$ cat src/include/mem_settings.svh
// Sizing macros for the banked memory controller
// Port count, bank geometry, data and address widths
`ifndef MEM_SETTINGS_SVH
`define MEM_SETTINGS_SVH

// Requesting ports, port 0 has highest priority
`define MEM_PORTS 4

// Independent banks, each with its own arbiter
`define MEM_BANKS 4

// Words per bank
`define MEM_BANK_WORDS 1024

`define MEM_DATA_W 32 // Bits per word

// Word address, top bits select the bank
`define MEM_ADDR_W 12

`endif

$ cat src/mem_pkg.sv
// Shared types for the banked memory controller
// Address fields, port request and bank status structs
`include "mem_settings.svh"

package mem_pkg;

    // Full word address as seen by a port
    typedef logic [`MEM_ADDR_W-1:0] addr_t;

    typedef logic [`MEM_DATA_W-1:0] data_t; // One memory word

    // Upper address bits, pick one bank
    typedef logic [$clog2(`MEM_BANKS)-1:0] bank_sel_t;

    // Lower address bits, word within a bank
    typedef logic [$clog2(`MEM_BANK_WORDS)-1:0] offset_t;

    typedef logic [$clog2(`MEM_PORTS)-1:0] port_id_t; // Requesting port number

    // One access from a port, held stable while req is high
    typedef struct packed {
        logic  write; // 1 for write, 0 for read
        addr_t addr;
        data_t wdata; // Ignored on reads
    } port_req_t;

    // Bank state published by its arbiter
    // The return path uses it to route ack and read data
    typedef struct packed {
        logic     busy;  // Bank owned by a port
        port_id_t owner; // Valid only while busy
    } bank_status_t;

endpackage

$ cat src/bank_arbiter.sv
// Fixed-priority arbiter for one memory bank
// Owns the bank for the whole req/ack transaction of the winning port
`timescale 1ns/1ns
`include "mem_settings.svh"

module bank_arbiter #(
    parameter mem_pkg::bank_sel_t BANK_ID = '0
) (
    input  logic                  clk,
    input  logic                  reset,
    input  logic [`MEM_PORTS-1:0] req,
    input  mem_pkg::port_req_t    port_req [`MEM_PORTS],
    output logic                  mem_en,
    output logic                  mem_we,
    output mem_pkg::offset_t      mem_offset,
    output mem_pkg::data_t        mem_wdata,
    output mem_pkg::bank_status_t status
);
    import mem_pkg::*;

    logic [`MEM_PORTS-1:0] hit; // Requesting ports that address this bank
    logic                  grant;
    port_id_t              pick;
    port_req_t             sel_req;
    bank_status_t          state_q;

    // Bank select compare for every port
    always_comb begin
        for (int p = 0; p < `MEM_PORTS; p++) begin
            hit[p] = req[p] &&
                (port_req[p].addr[$bits(addr_t)-1 -: $bits(bank_sel_t)] == BANK_ID);
        end
    end

    // Lowest-numbered hit wins
    always_comb begin
        pick = '0;
        for (int p = `MEM_PORTS - 1; p >= 0; p--) begin
            if (hit[p]) begin
                pick = port_id_t'(p);
            end
        end
    end

    // Only an idle bank takes a new owner
    // While busy, the owner is the one port being served
    assign grant = !state_q.busy && (|hit);

    assign sel_req = port_req[pick];

    // Single-cycle access at the grant edge
    assign mem_en     = grant;
    assign mem_we     = sel_req.write;
    assign mem_offset = sel_req.addr[$bits(offset_t)-1:0];
    assign mem_wdata  = sel_req.wdata;

    // Ownership tracking
    always_ff @(posedge clk or posedge reset) begin
        if (reset) begin
            state_q.busy  <= 1'b0;
            state_q.owner <= '0;
        end else if (grant) begin
            state_q.busy  <= 1'b1;
            state_q.owner <= pick;
        end else if (state_q.busy && !req[state_q.owner]) begin
            state_q.busy <= 1'b0; // Owner dropped req, ack falls next cycle
        end
    end

    // Others on this bank wait as long as the owner keeps req high

    assign status = state_q;

endmodule

$ cat config.mk
export PLATFORM = sky130hd
export DESIGN_NAME = bank_arbiter
export DESIGN_NICKNAME = d
export VERILOG_FILES = /design/src/mem_pkg.sv /design/src/bank_arbiter.sv
export VERILOG_INCLUDE_DIRS = /design/src /design/src/include
export SDC_FILE = /design/constraint.sdc
export NUM_CORES = 1
export LEC_CHECK = 0
export BUFFER_PORTS_ARGS = -buffer_cell sky130_fd_sc_hd__buf_2
export CORE_AREA = 2 2 90 92
export DETAILED_ROUTE_END_ITERATION = 12
export DIE_AREA = 0 0 92 94
export SLEW_MARGIN = 40
export SYNTH_ARGS = -nofsm -noshare
export SYNTH_HDL_FRONTEND = slang
export SYNTH_SLANG_ARGS = --single-unit
$ cat constraint.sdc
create_clock -name clk -period 1.6 [get_ports clk]
set_input_delay 0.08 -clock clk [delete_from_list [all_inputs] [get_ports clk]]
set_output_delay 0.08 -clock clk [all_outputs]
set_load 0.02 [all_outputs]
# After elaboration in Yosys (flattened, before gate mapping)
# Cells that the tools add are included.
# word_totals
romBits	0
reg_bits	3
ram_bits	0
word_cells	30
n_memories	0
latchBits	0
# op_classes
n_eq_ne	0
n_bitwise	1
n_div	0
mul	0
muxes	11
reduce_logical	14
shifts	0
n_addsub	0
order_cmp	2
# op_table
cell	n
binary-select mux 45 bit (select 2 bit)	1
2-to-1 mux 45 bit	2
logical NOT 2 bit	4
2-to-1 mux 2 bit	4
logical AND 1 bit	6
OR reduction 4 bit	1
greater-or-equal comparator 3 bit (second input constant)	1
less-than comparator 2 x 3 -> 1 bit (second input constant)	1
2-to-1 mux 1 bit	3
inverter 2 -> 3 bit	1
binary-select mux 1 bit (select 2 bit)	1
logical NOT 1 bit	2
nonzero test 2 bit	1

# Longest topological paths before layout
# Gate-level depths: netlist (run 1).
# depth
word_depth	10
mapped_depth	6
mapped_depth_nobuf	4

# Worst setup path before layout (run 1)
# Ideal clock, no wire load.
# synth_timing
kind	input to output
start	input port_req[43] (netlist name)
end	output mem_offset[0]
cell_stages	6
slack_ns	-0.066
t_arrival_ns	1.586
cell_sequence	or3b_4 a211oi_4 buf_6 buf_12 mux2i_1 mux2i_1
# synth_between
elab_chain_len	10
# synth_rtl
element	line	rtl
from (decl)	bank_arbiter.sv:12	input mem_pkg::port_req_t port_req [`MEM_PORTS],
logical NOT 2 bit	bank_arbiter.sv:31	(port_req[p].addr[$bits(addr_t)-1 -: $bits(bank_sel_t)] == BANK_ID);
logical AND 1 bit	bank_arbiter.sv:30	hit[p] = req[p] &&
2-to-1 mux 2 bit (4 in a row)	bank_arbiter.sv:39	if (hit[p]) begin
inverter 2 -> 3 bit (not written as such)	bank_arbiter.sv:49	assign sel_req = port_req[pick];
binary-select mux 45 bit (select 2 bit)	bank_arbiter.sv:49	
2-to-1 mux 45 bit (not written as such) (2 in a row)	bank_arbiter.sv:49	
to (decl)	bank_arbiter.sv:15	output mem_pkg::offset_t mem_offset,
# No other way between the ends. The select of a mux whose other input is x is not followed.

# Worst setup path in the final report (run 1)
# Ends and elaborated chain as after synthesis.

==> results.py, run 1 <==
metrics = {
    "logic_synthesis": {
        "synth-seq-area-share": 0.04409,
        "syn-mean-instance-area_um2": 10.51,
        "synth_top_area_cell": "mux2i_1",
        "synth_seq_cells": 3,
        "synth_edf_count": 0,
        "synthesis.nets": 348,
        "async_flop_share": 1.000,
        "synth_area_um2": 1703,
        "synth_warnings": 0,
        "yosysTopAreaCellShare": 0.7641,
        "ys_types": 20,
        "synth.area.top_cells": "mux2i_1 (76%), buf_12 (4.7%), dfrtp_1 (4.4%)",
        "synthFlopType": "dfrtp_1",
        "syn_inst": 162,
    },
    "layout": {
        "drive_above_1_share": 0.9373,
        "largest_reg_flops": 3,
        "layout_common_cells": "buf_2 (213), mux2i_4 (99), buf_6 (24), mux2i_2 (21)",
        "syn2layout_area_growth_pct": 178.1,
        "stdcell_count": 517,
        "diodes": 0,
        "post-route-util": 0.6225,
        "finish.net_count": 602,
        "num-fill-cells": 613,
        "mostFrequentLayoutCell": "buf_2",
    },
    "pwr": {
        "p_seq_frac": 0.063,
        "pwr-share-clk": 0.091,
        "irDropWorstVdd_mv": 0.3195,
        "power_mw": 2.357,
        "leakage_nw": 1.939,
        "p_switching_mw": 0.9887,
        "p_int_mw": 1.368,
        "comb_power_share": 0.846,
        "switching_share": 0.4195,
        "p_per_area_nw_per_um2": 497.7,
    },
    "drt": {
        "drt-total-wl_um": 8195,
        "vias_per_cell": 4.547,
        "drtPass1Iterations": 3,
        "ant_nets": 0,
        "drcViolationCount": 0,
        "drt_iter0_markers": 14,
        "wl_per_cell_um": 15.85,
        "vias": 2351,
    },
    "global_route": {
        "grt.overflow.total": 0,
        "antenna_found_initial": 0,
        "grt_pass1_wl_um": 12230,
        "grt_pass1_vias": 2510,
        "grt_util_all_layers": 0.1782,
        "grt_max_degree": 16,
    },
    "floorplanning": {
        "die_w_um": 92,
        "core_um2": 7607,
        "die-area_um2": 8648,
        "io_pins": 233,
        "die_y_um": 94,
        "initial_core_util": 0.2238,
        "rows": 32,
    },
    "timing": {
        "rsz0062_at_grt": "yes",
        "max_freq_ghz": 0.5313,
        "fin_crit_sh": 1.176,
        "setup_viol": 43,
        "maxSlewViolCount": 0,
        "fin_skew_ns": 0.001197,
        "fin_tns_setup_ns": -10.12,
        "hold_viol": 0,
        "slew-limit-headroom": 0.7843,
        "period_needed_ns": 1.882,
        "worst_slack_ns": -0.2821,
        "tightestPinTransition_ns": 0.3220,
    },
    "worst_setup_path": {
        "crit_path_max_fanout": 7,
        "crit_type": "in2out",
        "critical_path_buf_inv_count": 4,
        "crit_family": "buffers and inverters",
        "worstPathArrival_ns": 1.80,
        "endpoint_kind": "output pin",
        "required_ns": 1.52,
        "crit_chain": "buf_6 -> or3b_4 -> a211oi_4 -> buf_6 -> buf_8 -> mux2i_4 -> mux2i_4 -> buf_2",
        "crit_slowest_cell": "or3b_4",
        "cpPeakStageDelay_ns": 0.40,
        "start_kind": "input pin",
    },
    "clock_tree": {
        "clk_latency_ns": 0.21,
        "cts_tree": "built",
        "cts.sinks": 3,
        "path_clk_slew_ns": 0.03,
        "cts_root_buffer": "clkbuf_8",
        "clock_path_buffers": 2,
        "htree_num_levels": 1,
        "cts_made_buffers": 3,
    },
    "placed_design": {
        "dp.cells": 509,
        "routabilityCongestion": 0.8146,
        "io_buffers": 232,
        "dp_slack_ns": -0.3388,
        "dpl.hpwl_um": 6238,
    },
    "min_path": {
        "hold_class": "in2async",
    },
    "status": {
        "violations": "negative setup slack",
        "status": "finished with violations",
    },
    "flow_run": {
        "cap_viol_max_count": 0,
    },
}
-- logic make-up (layout without fill, tap and decap cells) --
family	count (synthesis)	in the layout	share of synthesized area
mux	131	131	0.7796
simple gates	6	6	0.02792
flops	3	3	0.04408
compound gates	6	6	0.03233
buf+inv	16	269	0.1161
-- cell type report --
type                            count  area [um^2]  area share
Timing Repair Buffer              263         1722      0.3635
Inverter                            2        7.507    0.001585
Multi-Input combinational cell    143         2759      0.5826
Clock buffer                        4        45.04    0.009511
Sequential cell                     3        75.07     0.01585
Tap cell                          102        127.6     0.02695
-- path summary, 6_finish.rpt --
kind                                            start                    end  slack [ns]  cells past startpoint
min in group clk                               req[3]  status[2]$_DFFE_PP0P_        0.33                      3
worst max register to register  status[1]$_DFFE_PP0P_  status[2]$_DFFE_PP0P_        0.34                      2
worst max-delay path                     port_req[43]          mem_offset[0]       -0.28                      8
worst min register to register  status[1]$_DFFE_PP0P_  status[1]$_DFFE_PP0P_        0.54                      1
worst min-delay path                            reset  status[2]$_DFFE_PP0P_        0.28                      3
max in group asynchronous                       reset  status[0]$_DFFE_PP0P_        1.19                      3
-- power groups by stage --
| stage | Sequential, mW | Clock (mW) | Combinational, mW |
|---|---|---|---|
| after detailed placement | 0.149 | 0 | 1.54 |
| after floorplan | 0.189 | 0 | 0.988 |
| final | 0.149 | 0.214 | 1.99 |
| after global placement | 0.148 | 0 | 1.52 |
| after CTS | 0.149 | 0.219 | 1.91 |
| after global routing | 0.154 | 0.231 | 2.09 |
-- worst reg2reg max path, delay by kind of cell (launching register included) --
kind           cells  cell delay [ns]
AO/OA/AOI/OAI      1             0.19
flip-flops         1             0.37
multiplexers       1             0.59
-- layer usage --
metal	global-route usage	vias to the layer above	part of all wire
li1	-	1141	-
met1	0.1801	1075	0.33
met2	0.3670	127	0.57
met3	0.04254	8	0.088
met4	0.03483	0	0.013
met5	0	-	0
-- cell usage after synthesis, types with 2 or more instances --
library cell  count
nor3b_1           2
buf_4             4
dfrtp_1           3
buf_12            4
inv_1             2
bufbuf_8          3
mux2i_1         130
or3b_4            2
-- what timing repair did --
action | 4_1_cts | 5_1_grt
endpoints found under the setup margin | 43 | 43
buffers inserted | 1 | 0
gates cloned | 2 | 0
resized for setup | 142 | 32
pin swaps | 1 | 0
hold endpoints to repair | 3 | 0
hold buffers | 1 | 0
-- per-stage QoR --
step                area [um^2]  hold WS, ns
detailed placement         3700     -0.05172
CTS                        4556       0.2885
finish                     4736       0.2826
floorplan                  2307      -0.1664
global route               4736       0.2911
global placement           3700     -0.05583
Note: power is estimated with default switching activity, not from simulation.
==> inputs of run 2 (changes only) <==
Settings changed: CAP_MARGIN from default to 20, TNS_END_PERCENT from default to 5.
==> results.py, run 2 (synthesis results as in run 1) <==
metrics = {
    "worst_setup_path": {
        "endpoint_kind": "output pin",
        "crit_family": "buffers and inverters",
        "cp-endpoint": "mem_wdata[25]",
        "cpPeakStageDelay_ns": 0.40,
        "crit_slowest_cell": "or3b_4",
        "crit_path_max_fanout": 10,
        "start_kind": "input pin",
        "required_ns": 1.52,
        "reg2regPathDepth": 2,
        "crit_type": "in2out",
        "cpMostUsedCell": "buf_6",
        "worstPathArrival_ns": 1.78,
        "critical_path_buf_inv_count": 4,
        "crit_chain": "buf_6 -> or3b_4 -> a211oi_4 -> buf_6 -> buf_12 -> mux2i_2 -> mux2i_4 -> buf_2",
        "startpoint": "port_req[43]",
        "r2r_setup_slack_ns": 0.34,
        "cp.depth": 8,
        "r2r_end": "status[2]$_DFFE_PP0P_",
        "worstReg2RegStart": "status[1]$_DFFE_PP0P_",
    },
    "floorplanning": {
        "core_um2": 7607,
        "io_pins": 233,
        "rows": 32,
        "die-area_um2": 8648,
        "initial_core_util": 0.2238,
        "die_w_um": 92,
        "die_y_um": 94,
    },
    "timing": {
        "fin_skew_ns": 0.001148,
        "slew-limit-headroom": 0.7843,
        "rsz0062_at_grt": "yes",
        "period_needed_ns": 1.856,
        "fin_crit_sh": 1.160,
        "maxSlewViolCount": 0,
        "tightestPinTransition_ns": 0.3220,
        "max_freq_ghz": 0.5388,
        "setup_viol": 43,
        "worst_slack_ns": -0.2560,
        "hold_viol": 0,
        "hold-worst-slack_ns": 0.2827,
    },
    "global_route": {
        "grt.overflow.total": 0,
        "grt_max_degree": 16,
        "grt_util_all_layers": 0.1721,
        "antenna_found_initial": 0,
        "grt_pass1_vias": 2461,
        "grt_pass1_wl_um": 11840,
    },
    "layout": {
        "largest_reg_flops": 3,
        "layout_common_cells": "buf_2 (221), mux2i_4 (79), mux2i_2 (38), buf_6 (20), mux2i_1 (13)",
        "diodes": 0,
        "mostFrequentLayoutCell": "buf_2",
        "drive_above_1_share": 0.9301,
        "finish.net_count": 602,
        "syn2layout_area_growth_pct": 163.5,
        "stdcell_count": 517,
        "final_area_um2": 4487,
    },
    "drt": {
        "drt-total-wl_um": 7986,
        "ant_nets": 0,
        "drt_iter0_markers": 21,
        "drtPass1Iterations": 3,
        "drcViolationCount": 0,
        "wl_per_cell_um": 15.45,
        "vias": 2361,
        "vias_per_cell": 4.567,
    },
    "pwr": {
        "p_per_area_nw_per_um2": 499.0,
        "irDropWorstVdd_mv": 0.3007,
        "leakage_nw": 1.904,
    },
    "placed_design": {
        "placed_cell_area_um2": 3700,
        "routabilityCongestion": 0.8146,
        "dp.cells": 509,
        "dp_slack_ns": -0.3388,
        "io_buffers": 232,
        "dpl.hpwl_um": 6238,
    },
    "clock_tree": {
        "cts.sinks": 3,
        "cts_made_buffers": 3,
        "path_clk_slew_ns": 0.03,
        "clk_latency_ns": 0.21,
        "cts_root_buffer": "clkbuf_8",
        "htree_num_levels": 1,
        "cts_tree": "built",
        "clock_path_buffers": 2,
    },
    "flow_run": {
        "cap_viol_max_count": 0,
    },
    "status": {
        "violations": "negative setup slack",
        "status": "finished with violations",
    },
    "min_path": {
        "hold_class": "in2async",
    },
}
run 2: worst min path at each step:
stage	from	end	slack (ns)	depth (start not counted)
finish	reset	status[2]$_DFFE_PP0P_	0.28	3
detailed placement	reset	status[2]$_DFFE_PP0P_	-0.05	2
global route	reset	status[0]$_DFFE_PP0P_	0.29	3
CTS	reset	status[2]$_DFFE_PP0P_	0.29	3
global placement	reset	status[0]$_DFFE_PP0P_	-0.06	2
floorplan	reset	status[0]$_DFFE_PP0P_	-0.17	1
run 2: layer usage:
layer	wire length (um)	vias to the layer above	share of wire	GRT usage
li1	-	1140	-	-
met1	2615	1086	0.33	0.1700
met2	4550	127	0.57	0.3578
met3	714	8	0.089	0.04254
met4	106	0	0.013	0.03483
met5	0	-	0	0
run 2: tightest hold or removal path, delay by kind of cell:
kind,cells,cell delay (ns)
buf+inv,3,0.74
run 2: cell type report:
type	instances	area, um^2
Clock buffer	4	45.04
Timing Repair Buffer	263	1659
Fill cell	655	3120
Inverter	2	7.507
Sequential cell	3	75.07
Multi-Input combinational cell	143	2572
Tap cell	102	127.6
run 2: timing repair:
item                                    in CTS  in global routing
endpoints found under the setup margin      43                 43
pin swaps                                    1                  0
hold buffers                                 1                  0
gates resized for setup                    109                 22
cloned                                       2                  0
hold endpoints to repair                     3                  0
setup buffers                                1                  0
run 2: where the power goes:
group / switching (mW) / total [mW] / leakage [nW] / internal [mW]
registers: 0.0367 / 0.149 / 0.0372 / 0.112
logic: 0.865 / 1.88 / 1.84 / 1.01
clock network: 0.0445 / 0.214 / 0.0228 / 0.169
total: 0.946 / 2.24 / 1.90 / 1.29
run 2: metrics by stage:
| stage | utilization | TNS, ns | total power, mW |
|---|---|---|---|
| 4_1_cts | 0.5730 | -10.48 | 2.188 |
| 3_3_place_gp | 0.4863 | -10.97 | 1.665 |
| 3_5_place_dp | 0.4863 | -11.71 | 1.685 |
| 6_report | 0.5898 | -9.818 | 2.239 |
| 2_1_floorplan | - | -1.004 | 1.176 |
| 5_1_grt | 0.5898 | -12.38 | 2.356 |
==> inputs of run 3 (changes only) <==
Settings changed: ABC_AREA from default to 1, PLACE_DENSITY from default to 0.74.
==> results.py, run 3 <==
metrics = {
    "logic_synthesis": {
        "syn_inst": 545,
        "synthFlopType": "dfrtp_1",
        "synth.area.top_cells": "nand3_1 (36%), inv_1 (27%), nand2_1 (22%)",
        "synth_top_area_cell": "nand3_1",
        "ys_types": 15,
        "synth_edf_count": 0,
        "syn-mean-instance-area_um2": 4.442,
        "synthMostInstantiatedCell": "inv_1",
        "async_flop_share": 1.000,
        "ys_top_cells_by_count": "inv_1 (176), nand3_1 (174), nand2_1 (143), buf_2 (23)",
        "synth_seq_cells": 3,
        "synth_area_um2": 2421,
        "synthesis.nets": 731,
        "yosysTopAreaCellShare": 0.3597,
        "synth-seq-area-share": 0.03101,
        "synth_warnings": 0,
    },
    "timing": {
        "hold_viol": 0,
        "fin_skew_ns": 0.001541,
        "period_needed_ns": 1.453,
        "hold-worst-slack_ns": 0.2103,
        "fin_crit_sh": 0.9079,
        "slew-limit-headroom": 0.6848,
        "fin_tns_setup_ns": 0,
        "setup_viol": 0,
        "maxSlewViolCount": 0,
        "max_freq_ghz": 0.6884,
        "rsz0062_at_grt": "no",
        "tightestPinTransition_ns": 0.4728,
    },
    "floorplanning": {
        "core_um2": 7607,
        "rows": 32,
        "die_w_um": 92,
        "io_pins": 233,
        "die-area_um2": 8648,
        "die_y_um": 94,
        "initial_core_util": 0.3183,
    },
    "pwr": {
        "irDropWorstVdd_mv": 0.4234,
        "p_per_area_nw_per_um2": 457.9,
        "leakage_nw": 2.781,
    },
    "drt": {
        "drtPass1Iterations": 4,
        "vias": 3785,
        "top_layer": "met5",
        "ant_nets": 0,
        "wl_per_cell_um": 10.71,
        "drt-total-wl_um": 9212,
        "wl_met2_um": 4527,
        "wl_met1_um": 3786,
        "wl_met3_um": 723,
        "vias_per_cell": 4.401,
        "drt_iter0_markers": 143,
        "drcViolationCount": 0,
    },
    "flow_run": {
        "cap_viol_max_count": 0,
    },
    "clock_tree": {
        "post_cts_buffers": 0,
        "cts.sinks": 3,
        "htree_num_levels": 1,
        "clk_latency_ns": 0.22,
        "clock_path_buffers": 2,
        "cts_resized": 0,
        "cts_root_buffer": "clkbuf_8",
        "cts_made_buffers": 3,
        "path_clk_slew_ns": 0.03,
        "cts_tree": "built",
    },
    "global_route": {
        "antenna_found_initial": 1,
        "grt_util_all_layers": 0.1965,
        "grt.overflow.total": 0,
        "grt_pass1_wl_um": 14390,
        "grt_pass1_vias": 3372,
        "grt_max_degree": 48,
    },
    "layout": {
        "mostFrequentLayoutCell": "buf_2",
        "syn2layout_area_growth_pct": 52.82,
        "drive_above_1_share": 0.3311,
        "final-seq-area_um2": 75.07,
        "multi_input_area_um2": 1484,
        "finish.net_count": 945,
        "num-fill-cells": 843,
        "largest_reg_flops": 3,
        "diodes": 0,
        "layout_common_cells": "buf_2 (232), inv_1 (176), nand3_1 (174), nand2_1 (143), buf_4 (7)",
    },
    "worst_setup_path": {
        "crit_path_max_fanout": 47,
        "start_kind": "input pin",
        "required_ns": 1.52,
        "worstReg2RegStart": "status[2]$_DFFE_PP0P_",
        "r2r_setup_slack_ns": 0.70,
        "endpoint_kind": "output pin",
        "r2r_end": "status[0]$_DFFE_PP0P_",
        "reg2regPathDepth": 3,
        "worstPathArrival_ns": 1.37,
        "crit_type": "in2out",
    },
    "placed_design": {
        "io_buffers": 232,
        "routabilityCongestion": 0.8907,
        "dpl.hpwl_um": 7141,
    },
    "status": {
        "status": "finished, final reports clean",
    },
    "min_path": {
        "hp-start": "req[1]",
        "hold_path_end": "status[2]$_DFFE_PP0P_",
        "hold_class": "in2reg",
        "holdPathStages": 5,
    },
}
## run 3: cell count changes in the layout (fill, tap and decap cells not counted), sizes merged, moves of 2 or more
cell	previous run	this run
inv	2	177
nand3	0	174
nand2	0	146
mux2i	130	0
buf	262	243
nor2	1	5
nor3b	2	0
o21ai	0	2
or3b	2	0
## run 3: repair_timing
item | 4_1_cts | 5_1_grt
endpoints found under the hold margin | 3 | 0
hold buffers | 1 | 0
endpoints found under the setup margin | 0 | 0
## run 3: cells by family (layout without fill, tap and decap cells)
group,Yosys count,count (layout),synth area share
AOI/OAI and AO/OA,5,5,0.01602
and+or+nand+nor,325,325,0.5969
buffers and inverters,212,425,0.3561
DFF,3,3,0.03101
## run 3: power breakdown
group          internal [mW]  total, mW  leakage [nW]  switching, mW
Clock                  0.170      0.225        0.0228         0.0548
Sequential             0.110      0.147        0.0379         0.0368
Combinational          0.535       1.32          2.72          0.787
Total                  0.815       1.69          2.78          0.879
## run 3: worst max path at each step
stage                  from             to  slack [ns]  cells past startpoint
2_1_floorplan  port_req[88]  mem_offset[0]        0.49                      9
3_3_place_gp   port_req[88]   mem_wdata[4]        0.17                     11
3_5_place_dp   port_req[88]  mem_wdata[31]        0.16                     11
4_1_cts        port_req[88]   mem_wdata[4]        0.16                     11
5_1_grt        port_req[88]   mem_wdata[4]        0.02                     11
6_report       port_req[88]   mem_wdata[4]        0.15                     11
## run 3: worst max-delay path: stages
cell	delay (ns)
buf_2	0.09
nor2_1	0.11
nand2_1	0.13
nand2_1	0.11
nand2_2	0.10
nand2_2	0.13
buf_12	0.23
nand2_1	0.08
nand3_1	0.08
nand2_1	0.06
buf_2	0.15
## run 3: final cells by class
cell class | count | area share
multi-input cells | 330 | 0.4011
inverters | 177 | 0.1796
flip-flops and latches | 3 | 0.02029
repair buffers | 244 | 0.3524
clock buffers | 4 | 0.01217
well taps | 102 | 0.03449
## run 3: per-layer routing
| layer | GRT usage | vias to the layer above |
|---|---|---|
| met5 | 0 | - |
| met4 | 0.05473 | 2 |
| met3 | 0.01926 | 18 |
| met2 | 0.3732 | 164 |
| met1 | 0.2339 | 1572 |
| li1 | - | 2029 |
## run 3: through the flow
step           instances  power (mW)  setup WS [ns]  area [um^2]  utilization
2_1_floorplan        545      0.9574         0.4858         2421            -
3_3_place_gp         855       1.466         0.1689         3645       0.4791
3_5_place_dp         855       1.472         0.1609         3645       0.4791
4_1_cts              860       1.703         0.1572         3700       0.4863
5_1_grt              860       1.850        0.01826         3700       0.4863
6_report             860       1.694         0.1473         3700       0.4863
